--- config.mk ---
export PLATFORM = sky130hd
export DESIGN_NAME = lcd_refresh_top
export DESIGN_NICKNAME = d
export VERILOG_FILES = /design/src/lcd_char_pkg.sv /design/src/lcd_timing_pkg.sv /design/src/lcd_refresh_top.sv /design/src/lcd_screen_sequencer.sv /design/src/lcd_bus_writer.sv
export SDC_FILE = /design/constraint.sdc
export NUM_CORES = 1
export LEC_CHECK = 0
export ABC_AREA = 0
export BUFFER_PORTS_ARGS = -buffer_cell sky130_fd_sc_hd__buf_2
export CORE_ASPECT_RATIO = 1.2
export CORE_UTILIZATION = 53
export DETAILED_ROUTE_END_ITERATION = 12
export GPL_TIMING_DRIVEN = 0
export PLACE_DENSITY = 0.85
export SLEW_MARGIN = 10
export SYNTH_ARGS = -nofsm -noshare
export SYNTH_HDL_FRONTEND = slang
export SYNTH_HIERARCHICAL = 1
export SYNTH_SLANG_ARGS = --single-unit
--- constraint.sdc ---
create_clock -name CLK -period 7.69 [get_ports CLK]
set_clock_uncertainty 0.2 [all_clocks]
set_input_delay 1.1535 -clock CLK [delete_from_list [all_inputs] [get_ports CLK]]
set_output_delay 1.1535 -clock CLK [all_outputs]
set_load 0.02 [all_outputs]
--- src/lcd_char_pkg.sv ---
`default_nettype none

// --------------------
// HD44780 codes and frame data types
// --------------------
package lcd_char_pkg;

  typedef logic [7:0] lcd_byte_t;                         // One DB7..DB0 byte
  typedef logic [4:0] lcd_step_t;                         // Index into the frame

  localparam int FRAME_STEPS = 27;                        // Byte writes per frame

  // Instruction codes, written with RS low
  localparam lcd_byte_t CMD_CLEAR        = 8'h01;         // Clear display, home cursor
  localparam lcd_byte_t CMD_FUNCTION_SET = 8'h38;         // 8-bit bus, 2 lines, 5x8 font
  localparam lcd_byte_t CMD_DISPLAY_ON   = 8'h0C;         // Display on, cursor off
  localparam lcd_byte_t CMD_ENTRY_MODE   = 8'h06;         // Increment address, no shift
  localparam lcd_byte_t CMD_LINE_TWO     = 8'hC0;         // DDRAM address 0x40

  // Fixed characters, written with RS high
  localparam lcd_byte_t CHR_R     = 8'h52;
  localparam lcd_byte_t CHR_O     = 8'h4F;
  localparam lcd_byte_t CHR_M     = 8'h4D;
  localparam lcd_byte_t CHR_U     = 8'h55;
  localparam lcd_byte_t CHR_D     = 8'h44;
  localparam lcd_byte_t CHR_L     = 8'h4C;
  localparam lcd_byte_t CHR_COLON = 8'h3A;
  localparam lcd_byte_t CHR_SPACE = 8'h20;

  // One byte request from sequencer to writer
  typedef struct packed {
    logic      rs;                                        // High for character data
    lcd_byte_t data;
  } lcd_write_t;

  // Display pins
  typedef struct packed {
    logic      rs;                                        // Register select
    logic      rw;                                        // Always write
    logic      e;                                         // Latch on falling edge
    lcd_byte_t db;
  } lcd_pins_t;

  // Navigation readings shown on the display
  typedef struct packed {
    lcd_byte_t room;
    lcd_byte_t up;
    lcd_byte_t down;
    lcd_byte_t left;
    lcd_byte_t right;
  } nav_readings_t;

endpackage : lcd_char_pkg

`default_nettype wire

--- src/lcd_timing_pkg.sv ---
`default_nettype none

// --------------------
// Phase and refresh timing for the LCD write cycle
// --------------------
package lcd_timing_pkg;

  localparam int DELAY_W = 25;                            // Holds the refresh count at 50 MHz

  typedef logic [DELAY_W-1:0] lcd_delay_t;                // Phase down-counter value

  // Defaults at a 50 MHz clock
  localparam lcd_delay_t DEF_SETUP_CYCLES   = 25'd792000;     // About 15 ms with E low
  localparam lcd_delay_t DEF_PULSE_CYCLES   = 25'd14;         // About 250 ns E-high pulse
  localparam lcd_delay_t DEF_HOLD_CYCLES    = 25'd216480;     // About 4.1 ms after E falls
  localparam lcd_delay_t DEF_REFRESH_CYCLES = 25'd30900000;   // About 0.6 s between frames

endpackage : lcd_timing_pkg

`default_nettype wire
--- src/lcd_refresh_top.sv ---
`timescale 1ns/10ps
`default_nettype none

// Character-LCD refresh controller for navigation readings
module lcd_refresh_top #(
  parameter lcd_timing_pkg::lcd_delay_t SETUP_CYCLES   = lcd_timing_pkg::DEF_SETUP_CYCLES,
  parameter lcd_timing_pkg::lcd_delay_t PULSE_CYCLES   = lcd_timing_pkg::DEF_PULSE_CYCLES,
  parameter lcd_timing_pkg::lcd_delay_t HOLD_CYCLES    = lcd_timing_pkg::DEF_HOLD_CYCLES,
  parameter lcd_timing_pkg::lcd_delay_t REFRESH_CYCLES = lcd_timing_pkg::DEF_REFRESH_CYCLES
) (
  input  logic                        CLK,
  input  logic                        reset,
  input  lcd_char_pkg::nav_readings_t readings,
  output lcd_char_pkg::lcd_pins_t     lcd
);

  import lcd_char_pkg::*;

  logic       start;                                      // Sequencer to writer
  logic       done;                                       // Writer to sequencer
  lcd_write_t write;

  // --------------------
  // Frame sequencer
  // --------------------
  lcd_screen_sequencer #(
    .REFRESH_CYCLES (REFRESH_CYCLES)
  ) u_sequencer (
    .CLK      (CLK),
    .reset    (reset),
    .readings (readings),
    .done     (done),
    .start    (start),
    .write    (write)
  );

  // --------------------
  // Pin write engine
  // --------------------
  lcd_bus_writer #(
    .SETUP_CYCLES (SETUP_CYCLES),
    .PULSE_CYCLES (PULSE_CYCLES),
    .HOLD_CYCLES  (HOLD_CYCLES)
  ) u_writer (
    .CLK   (CLK),
    .reset (reset),
    .start (start),
    .write (write),
    .done  (done),
    .lcd   (lcd)
  );

endmodule : lcd_refresh_top

`default_nettype wire

--- src/lcd_screen_sequencer.sv ---
`timescale 1ns/10ps
`default_nettype none

// Walks the 27 frame bytes and waits out the refresh gap
module lcd_screen_sequencer #(
  parameter lcd_timing_pkg::lcd_delay_t REFRESH_CYCLES = lcd_timing_pkg::DEF_REFRESH_CYCLES
) (
  input  logic                        CLK,
  input  logic                        reset,
  input  lcd_char_pkg::nav_readings_t readings,
  input  logic                        done,               // Writer finished a byte
  output logic                        start,              // One-cycle request
  output lcd_char_pkg::lcd_write_t    write
);

  import lcd_timing_pkg::*;
  import lcd_char_pkg::*;

  typedef enum logic [1:0] {
    SEQ_ISSUE,                                            // Send the current step
    SEQ_WAIT,                                             // Writer busy
    SEQ_REFRESH                                           // Gap before next frame
  } seq_state_t;

  seq_state_t  state;
  lcd_step_t   step;                                      // Step in flight
  lcd_step_t   step_next;
  lcd_step_t   issue_step;                                // Step selected this cycle
  logic        last_step;
  logic        issue_now;
  lcd_delay_t  gap_cnt;
  logic        start_q;
  lcd_write_t  write_q;

  // --------------------
  // Frame content
  // --------------------
  function automatic lcd_write_t frame_byte(input lcd_step_t s, input nav_readings_t r);
    lcd_write_t w;
    w.rs = !((s <= lcd_step_t'(3)) || (s == lcd_step_t'(10)));  // Instructions have RS low
    case (s)
      5'd0:    w.data = CMD_CLEAR;
      5'd1:    w.data = CMD_FUNCTION_SET;
      5'd2:    w.data = CMD_DISPLAY_ON;
      5'd3:    w.data = CMD_ENTRY_MODE;
      5'd4:    w.data = CHR_R;                            // "ROOM:"
      5'd5:    w.data = CHR_O;
      5'd6:    w.data = CHR_O;
      5'd7:    w.data = CHR_M;
      5'd8:    w.data = CHR_COLON;
      5'd9:    w.data = r.room;
      5'd10:   w.data = CMD_LINE_TWO;
      5'd11:   w.data = CHR_U;                            // "U:" up
      5'd12:   w.data = CHR_COLON;
      5'd13:   w.data = r.up;
      5'd14:   w.data = CHR_SPACE;
      5'd15:   w.data = CHR_D;                            // "D:" down
      5'd16:   w.data = CHR_COLON;
      5'd17:   w.data = r.down;
      5'd18:   w.data = CHR_SPACE;
      5'd19:   w.data = CHR_L;                            // "L:" left
      5'd20:   w.data = CHR_COLON;
      5'd21:   w.data = r.left;
      5'd22:   w.data = CHR_SPACE;
      5'd23:   w.data = CHR_R;                            // "R:" right
      5'd24:   w.data = CHR_COLON;
      5'd25:   w.data = r.right;
      5'd26:   w.data = CHR_SPACE;
      default: w.data = CHR_SPACE;                        // Unreachable steps
    endcase
    return w;
  endfunction

  // --------------------
  // Step issue
  // --------------------
  assign step_next  = step + lcd_step_t'(1);
  assign last_step  = (step == lcd_step_t'(FRAME_STEPS - 1));

  // Issue after reset or refresh, or right after done mid-frame
  assign issue_now  = (state == SEQ_ISSUE) ||
                      ((state == SEQ_WAIT) && done && !last_step);
  assign issue_step = (state == SEQ_ISSUE) ? step : step_next;

  always_ff @(posedge CLK) begin
    if (reset) begin
      state   <= SEQ_ISSUE;
      step    <= '0;
      gap_cnt <= '0;
      start_q <= 1'b0;
    end else begin
      start_q <= issue_now;                               // Single-cycle strobe
      case (state)
        SEQ_ISSUE: begin
          state <= SEQ_WAIT;
        end

        SEQ_WAIT: begin
          if (done) begin
            if (last_step) begin
              gap_cnt <= REFRESH_CYCLES - lcd_delay_t'(1);
              state   <= SEQ_REFRESH;
            end else begin
              step <= step_next;                          // Stay in WAIT for next byte
            end
          end
        end

        SEQ_REFRESH: begin
          if (gap_cnt == '0) begin
            step  <= '0;                                  // Restart at CMD_CLEAR
            state <= SEQ_ISSUE;
          end else begin
            gap_cnt <= gap_cnt - lcd_delay_t'(1);
          end
        end

        default: begin
          step  <= '0;
          state <= SEQ_ISSUE;
        end
      endcase
    end
  end

  // Byte picked when the step issues, readings sampled here
  always_ff @(posedge CLK) begin
    if (issue_now) begin
      write_q <= frame_byte(issue_step, readings);
    end
  end

  assign start = start_q;
  assign write = write_q;

endmodule : lcd_screen_sequencer

`default_nettype wire

--- src/lcd_bus_writer.sv ---
`timescale 1ns/10ps
`default_nettype none

// Drives one byte onto the LCD pins as setup, E pulse and hold phases
module lcd_bus_writer #(
  parameter lcd_timing_pkg::lcd_delay_t SETUP_CYCLES = lcd_timing_pkg::DEF_SETUP_CYCLES,
  parameter lcd_timing_pkg::lcd_delay_t PULSE_CYCLES = lcd_timing_pkg::DEF_PULSE_CYCLES,
  parameter lcd_timing_pkg::lcd_delay_t HOLD_CYCLES  = lcd_timing_pkg::DEF_HOLD_CYCLES
) (
  input  logic                     CLK,
  input  logic                     reset,
  input  logic                     start,                 // One-cycle request
  input  lcd_char_pkg::lcd_write_t write,                 // Byte and RS, taken on start
  output logic                     done,                  // Last hold cycle
  output lcd_char_pkg::lcd_pins_t  lcd
);

  import lcd_timing_pkg::*;
  import lcd_char_pkg::*;

  typedef enum logic [1:0] {
    WR_IDLE,                                              // Waiting for start
    WR_SETUP,                                             // E low, RS and DB valid
    WR_PULSE,                                             // E high
    WR_HOLD                                               // E low after the falling edge
  } wr_state_t;

  wr_state_t  state;
  lcd_delay_t cnt;                                        // Cycles left in phase, minus one
  logic       cnt_zero;
  logic       rs_q;
  logic       e_q;
  lcd_byte_t  db_q;

  assign cnt_zero = (cnt == '0);

  // --------------------
  // Phase FSM
  // --------------------
  always_ff @(posedge CLK) begin
    if (reset) begin
      state <= WR_IDLE;
      cnt   <= '0;
      rs_q  <= 1'b0;                                      // Pins quiet after reset
      db_q  <= '0;
      e_q   <= 1'b0;
    end else begin
      case (state)
        WR_IDLE: begin
          if (start) begin
            rs_q  <= write.rs;                            // Capture so pins stay stable
            db_q  <= write.data;
            cnt   <= SETUP_CYCLES - lcd_delay_t'(1);
            state <= WR_SETUP;
          end
        end

        WR_SETUP: begin
          if (cnt_zero) begin
            e_q   <= 1'b1;                                // Rising edge of E
            cnt   <= PULSE_CYCLES - lcd_delay_t'(1);
            state <= WR_PULSE;
          end else begin
            cnt <= cnt - lcd_delay_t'(1);
          end
        end

        WR_PULSE: begin
          if (cnt_zero) begin
            e_q   <= 1'b0;                                // Display latches here
            cnt   <= HOLD_CYCLES - lcd_delay_t'(1);
            state <= WR_HOLD;
          end else begin
            cnt <= cnt - lcd_delay_t'(1);
          end
        end

        WR_HOLD: begin
          if (cnt_zero) begin
            state <= WR_IDLE;                             // Done is high this cycle
          end else begin
            cnt <= cnt - lcd_delay_t'(1);
          end
        end

        default: begin
          state <= WR_IDLE;
          e_q   <= 1'b0;
        end
      endcase
    end
  end

  // --------------------
  // Outputs
  // --------------------
  assign done = (state == WR_HOLD) && cnt_zero;           // Sequencer may restart next cycle

  assign lcd = '{
    rs: rs_q,
    rw: 1'b0,                                             // Write-only display
    e:  e_q,
    db: db_q
  };

endmodule : lcd_bus_writer

`default_nettype wire

==> results of run 1 <==
==> through the flow <==
stage / worst slack (ns) / util [%]
final: 3.861 / 62.79
after global routing: 3.615 / 62.79
after CTS: 3.982 / 62.79
after detailed placement: 4.033 / 59.65
after global placement: 3.997 / 59.65
after floorplan: 4.710 / -
==> layout make-up <==
| class | count | area [µm²] | share of cell area, % |
|---|---|---|---|
| multi-input combinational | 522 | 3403 | 56.09 |
| clock inverter | 4 | 51.30 | 0.8455 |
| timing repair buffer | 51 | 255.2 | 4.207 |
| inverter | 12 | 45.04 | 0.7424 |
| clock buffer | 11 | 252.7 | 4.166 |
| sequential | 79 | 1672 | 27.55 |
| tap | 123 | 153.9 | 2.537 |
| buffer | 45 | 234.0 | 3.856 |
==> power by group through the flow <==
stage	clock network (µW)	logic (µW)	registers (µW)
floorplan	0	526	517
global placement	0	665	521
detailed placement	0	685	526
CTS	446	690	517
global route	464	764	524
finish	439	702	519
==> layer usage <==
| metal | up-vias | GRT usage (%) | routed length [µm] |
|---|---|---|---|
| met5 | - | 0 | 0 |
| met4 | 0 | 11.28 | 307 |
| met3 | 30 | 6.030 | 982 |
| met2 | 202 | 49.29 | 7438 |
| met1 | 2669 | 37.11 | 6394 |
| li1 | 2622 | - | - |
==> registers in the layout, indices dropped and copies added (netlist names) <==
signal               cells
u_sequencer/state        2
u_writer/db_q            8
u_writer/cnt            25
u_sequencer/write        9
u_writer/state           2
u_sequencer/start        1
u_writer/rs_q            1
u_writer/e_q             1
u_sequencer/gap_cnt     25
u_sequencer/step         5
==> kinds of logic (layout without fill, tap and decap cells) <==
group / Yosys count / after routing / synth area share, %
compound gates: 202 / 202 / 27.02
xor+xnor: 29 / 29 / 4.744
fa+ha+maj: 10 / 10 / 2.337
buf+inv: 57 / 123 / 5.212
flops: 79 / 79 / 31.22
mux: 5 / 5 / 0.9815
other cells: 1 / 1 / 0.07004
simple gates: 275 / 275 / 28.42
==> Yosys cell counts (10+ instances only) <==
cell / count
o21ai_0: 20
a21oi_1: 59
xnor2_1: 18
xor2_1: 11
a31oi_1: 11
inv_1: 10
nand3_1: 30
nor2_1: 62
o31ai_1: 13
nor3_1: 25
nand2_1: 56
or4_1: 15
clkbuf_1: 23
ha_1: 10
dfxtp_1: 70
nor4_1: 13
==> worst max-delay path, cell delays in order, from the launching register on <==
cell	delay [ns]
dfxtp_1	0.40
clkbuf_1	0.34
clkinv_1	0.32
ha_1	0.36
clkbuf_1	0.38
nand2b_1	0.16
mux2i_1	0.21
buf_2	0.27
nand2_1	0.15
nor3_1	0.56
a211oi_1	0.18
o221ai_1	0.11
==> worst paths after layout <==
kind / endpoint / slack, ns
max: u_sequencer/write[3] / 3.86
min: u_writer/db_q[3] / 0.25
min reg2reg: u_writer/db_q[3] / 0.25
max reg2reg: u_sequencer/write[3] / 3.86
==> results.py, run 1 <==
metrics = {
    "detailed_routing": {
        "wl_per_cell_um": 17.85,
        "dr.pass1.iters": 5,
        "via_per_inst": 6.521,
        "routed_wl_mm": 15.12,
        "dr.first_iter.drc_count": 347,
        "antenna_left": 0,
        "drc": 0,
        "routed-via-count": 5523,
    },
    "logic_synthesis": {
        "synth_top_area_share_pct": 26.17,
        "synthCells": 658,
        "synthesis.area_um2": 5354,
        "yosys_register_bits": 79,
        "synth_nets": 710,
        "avgSynthCellArea_um2": 8.137,
        "synth_edf_count": 9,
        "synth_cell_types": 86,
        "yosys-top-cells-area": "dfxtp_1, a21oi_1, edfxtp_1",
        "async_reset_ff_share_pct": 0,
        "yosysSeqAreaShare_pct": 31.22,
        "yosysTopAreaCell": "dfxtp_1",
        "yosys_warnings": 6,
        "synth_ff_type": "dfxtp_1",
    },
    "timing": {
        "tns_ns": 0,
        "rsz0062_at_grt": "false",
        "setup-violations-final": 0,
        "slew_violations": 0,
        "timing.final.crit_period_ns": 3.829,
        "fmax_ghz": 0.2611,
        "fin_crit_sh_pct": 49.80,
        "worst_slew_pin_slew_ns": 1.023,
        "hold_viol": 0,
        "holdWs_ns": 0.2536,
        "relSlewSlack_pct": 31.80,
    },
    "clock_network": {
        "cts.sinks": 79,
        "post_cts_buffers": 0,
        "cts_tree": "built",
        "hold_buffers": 0,
        "htree_levels": 3,
        "cts_root_buffer": "clkbuf_16",
        "clockBufferDepth": 2,
        "numCtsBuffers": 9,
        "clk_latency_ns": 0.34,
        "path_clk_slew_ns": 0.06,
        "ctsResizeCount": 0,
    },
    "global_routing": {
        "antenna_found_initial": 0,
        "grt_usage_pct": 29.53,
        "grt_pass1_vias": 5286,
        "grt_overflow": 0,
        "grt_start_max_net_pins": 14,
        "grt_pass1_wl_mm": 24.78,
    },
    "die": {
        "coreArea_um2": 9662,
        "die_area_um2": 10510,
        "io_pins": 53,
        "start_util_pct": 55.41,
        "die_y_um": 112.1,
        "core.rowCount": 39,
        "die_x_um": 93.75,
    },
    "run": {
        "drv_cap": 0,
    },
    "cells_and_area": {
        "diodes": 0,
        "final_cell_mix": "dfxtp_1, nor2_1, a21oi_1",
        "finish.instance_area_um2": 6067,
        "layout_commonest_cell": "dfxtp_1",
        "area_growth_pct": 13.32,
        "n_fill_cell": 862,
        "nets": 772,
        "drive_gt1_share_pct": 17.96,
        "final_cells": 847,
    },
    "worst_hold_path": {
        "hold_start": "u_writer/db_q[3]",
        "hp-class": "reg2reg",
        "min_path_cells": 2,
    },
    "placed_design": {
        "post_dp_cell_area_um2": 5763,
        "dp.cells": 832,
        "io_buffers": 51,
        "hpwl_mm": 11.06,
        "gp_congestion": 0.9573,
    },
    "pwr": {
        "powerDensity_nw_per_um2": 273.5,
        "p_int_uw": 995.6,
        "power_uw": 1659,
        "clkPwrFrac_pct": 26.5,
        "p_leak_uw": 0.002242,
        "max-vdd-ir-drop_mv": 0.1436,
        "swShare_pct": 39.99,
        "power_frac_seq_pct": 31.3,
        "p_switching_uw": 663.5,
        "p_comb_share_pct": 42.3,
    },
    "run_status": {
        "outcome": "complete, no violations",
    },
    "critical_path": {
        "cp-startpoint": "u_sequencer/step[0]",
        "crit_arrival_ns": 3.79,
        "crit_path_max_fanout": 10,
        "rr_worst_depth": 11,
        "criticalPathCategory": "reg2reg",
        "r2r-start": "u_sequencer/step[0]",
        "critPathLaunchType": "register",
        "crit_path_end_kind": "register",
        "crit_required_ns": 7.65,
    },
}
Note: power is estimated with default switching activity, not from simulation.
==> run 2, diff against run 1 <==
Settings changed: PLACE_DENSITY 0.85 to 0.88.
Clock period 7.69 ns to 3.5 ns, I/O delays scaled along.
==> results.py, run 2 (synthesis results as in run 1) <==
metrics = {
    "die": {
        "die_area_um2": 10510,
        "die_x_um": 93.75,
        "core.rowCount": 39,
        "die_y_um": 112.1,
        "io_pins": 53,
        "start_util_pct": 55.41,
        "coreArea_um2": 9662,
    },
    "pwr": {
        "p_leak_uw": 0.002253,
        "max-vdd-ir-drop_mv": 0.3327,
        "power_uw": 3689,
        "powerDensity_nw_per_um2": 605.8,
    },
    "detailed_routing": {
        "wl_per_cell_um": 17.93,
        "dr.pass1.iters": 5,
        "via_per_inst": 6.532,
        "routed-via-count": 5533,
        "antenna_left": 0,
        "dr.first_iter.drc_count": 487,
        "routed_wl_mm": 15.18,
        "drc": 0,
    },
    "placed_design": {
        "post_dp_cell_area_um2": 5763,
        "gp_congestion": 0.9921,
        "hpwl_mm": 11.01,
        "io_buffers": 51,
    },
    "timing": {
        "relSlewSlack_pct": 31.67,
        "rsz0062_at_grt": "false",
        "worst_slew_pin_slew_ns": 1.025,
        "setup-violations-final": 0,
        "hold_viol": 0,
        "fin_crit_sh_pct": 93.96,
        "fmax_ghz": 0.3041,
        "timing.final.crit_period_ns": 3.289,
        "slew_violations": 0,
    },
    "global_routing": {
        "grt_overflow": 0,
        "grt_start_max_net_pins": 16,
        "grt_pass1_vias": 5186,
        "grt_pass1_wl_mm": 24.37,
        "antenna_found_initial": 0,
        "grt_usage_pct": 28.74,
    },
    "cells_and_area": {
        "final_cell_mix": "dfxtp_1, nor2_1, a21oi_1",
        "layout_commonest_cell": "dfxtp_1",
        "diodes": 0,
        "area_growth_pct": 13.74,
        "nets": 771,
        "finish.instance_area_um2": 6090,
        "drive_gt1_share_pct": 18.51,
    },
    "clock_network": {
        "numCtsBuffers": 9,
        "htree_levels": 3,
        "clockBufferDepth": 2,
        "clk_latency_ns": 0.33,
        "hold_buffers": 0,
        "post_cts_buffers": 0,
        "cts.sinks": 79,
        "cts_tree": "built",
        "path_clk_slew_ns": 0.07,
        "cts_root_buffer": "clkbuf_16",
    },
    "worst_hold_path": {
        "hp-class": "reg2reg",
    },
    "critical_path": {
        "crit_arrival_ns": 3.03,
        "criticalPathCategory": "reg2reg",
        "reg2reg_slack_ns": 0.21,
        "crit_path_max_fanout": 10,
        "crit_required_ns": 3.25,
        "crit_path_end_kind": "register",
        "critPathLaunchType": "register",
    },
    "run_status": {
        "outcome": "complete, no violations",
    },
    "run": {
        "drv_cap": 0,
    },
}
==> run 2: path summary, 6_finish.rpt <==
check / start / end / cells after the start
max: u_writer/cnt[22] / u_sequencer/write[4] / 6
min: u_writer/db_q[2] / u_writer/db_q[2] / 2
max reg2reg: u_writer/cnt[22] / u_sequencer/write[4] / 6
min reg2reg: u_writer/db_q[2] / u_writer/db_q[2] / 2
==> run 2: repair_timing <==
action / in CTS / in global routing
resized for setup: 2 / 1
endpoints found under the setup margin: 6 / 6
cloned: 0 / 0
==> run 2: through the flow <==
stage | hold WS, ns | worst slack (ns) | cells | TNS (ns) | util (%)
2_1_floorplan | 0.2367 | 0.5204 | 658 | 0 | -
3_3_place_gp | 0.2405 | -0.2394 | 832 | -0.4923 | 59.65
3_5_place_dp | 0.2494 | -0.1517 | 832 | -0.3550 | 59.65
4_1_cts | 0.2576 | 0.1483 | 848 | 0 | 63.01
5_1_grt | 0.2768 | 0.03737 | 847 | 0 | 63.03
6_report | 0.2559 | 0.2114 | 847 | 0 | 63.03
==> run 2: critical path, cell delays in order, from the launching register on <==
cell and delay (ns):
dfxtp_1 0.34, nor4_1 0.63, nand4_1 0.16, nor3_1 0.35, and2_1 0.26, nand2_1 0.12, a21oi_1 0.83
==> run 2: report_power, final <==
| group | switching (µW) | internal (µW) |
|---|---|---|
| Clock | 390 | 607 |
| Combinational | 968 | 579 |
| Sequential | 128 | 1020 |
| Total | 1490 | 2200 |
==> run 2: layout make-up <==
| type | count | area (µm²) |
|---|---|---|
| sequential | 79 | 1672 |
| clock buffer | 10 | 250.2 |
| tap | 123 | 153.9 |
| fill | 872 | 3572 |
| timing repair buffer | 51 | 255.2 |
| buffer | 44 | 231.5 |
| inverter | 12 | 46.29 |
| multi-input combinational | 522 | 3408 |
| clock inverter | 6 | 72.57 |
==> run 2: routing by layer <==
layer / track usage, % / part of all wire (%) / up-vias
met1: 36.51 / 42 / 2615
li1: - / - / 2624
met5: 0 / 0 / -
met3: 4.743 / 7.1 / 46
met4: 9.436 / 2.1 / 0
met2: 49.05 / 49 / 248
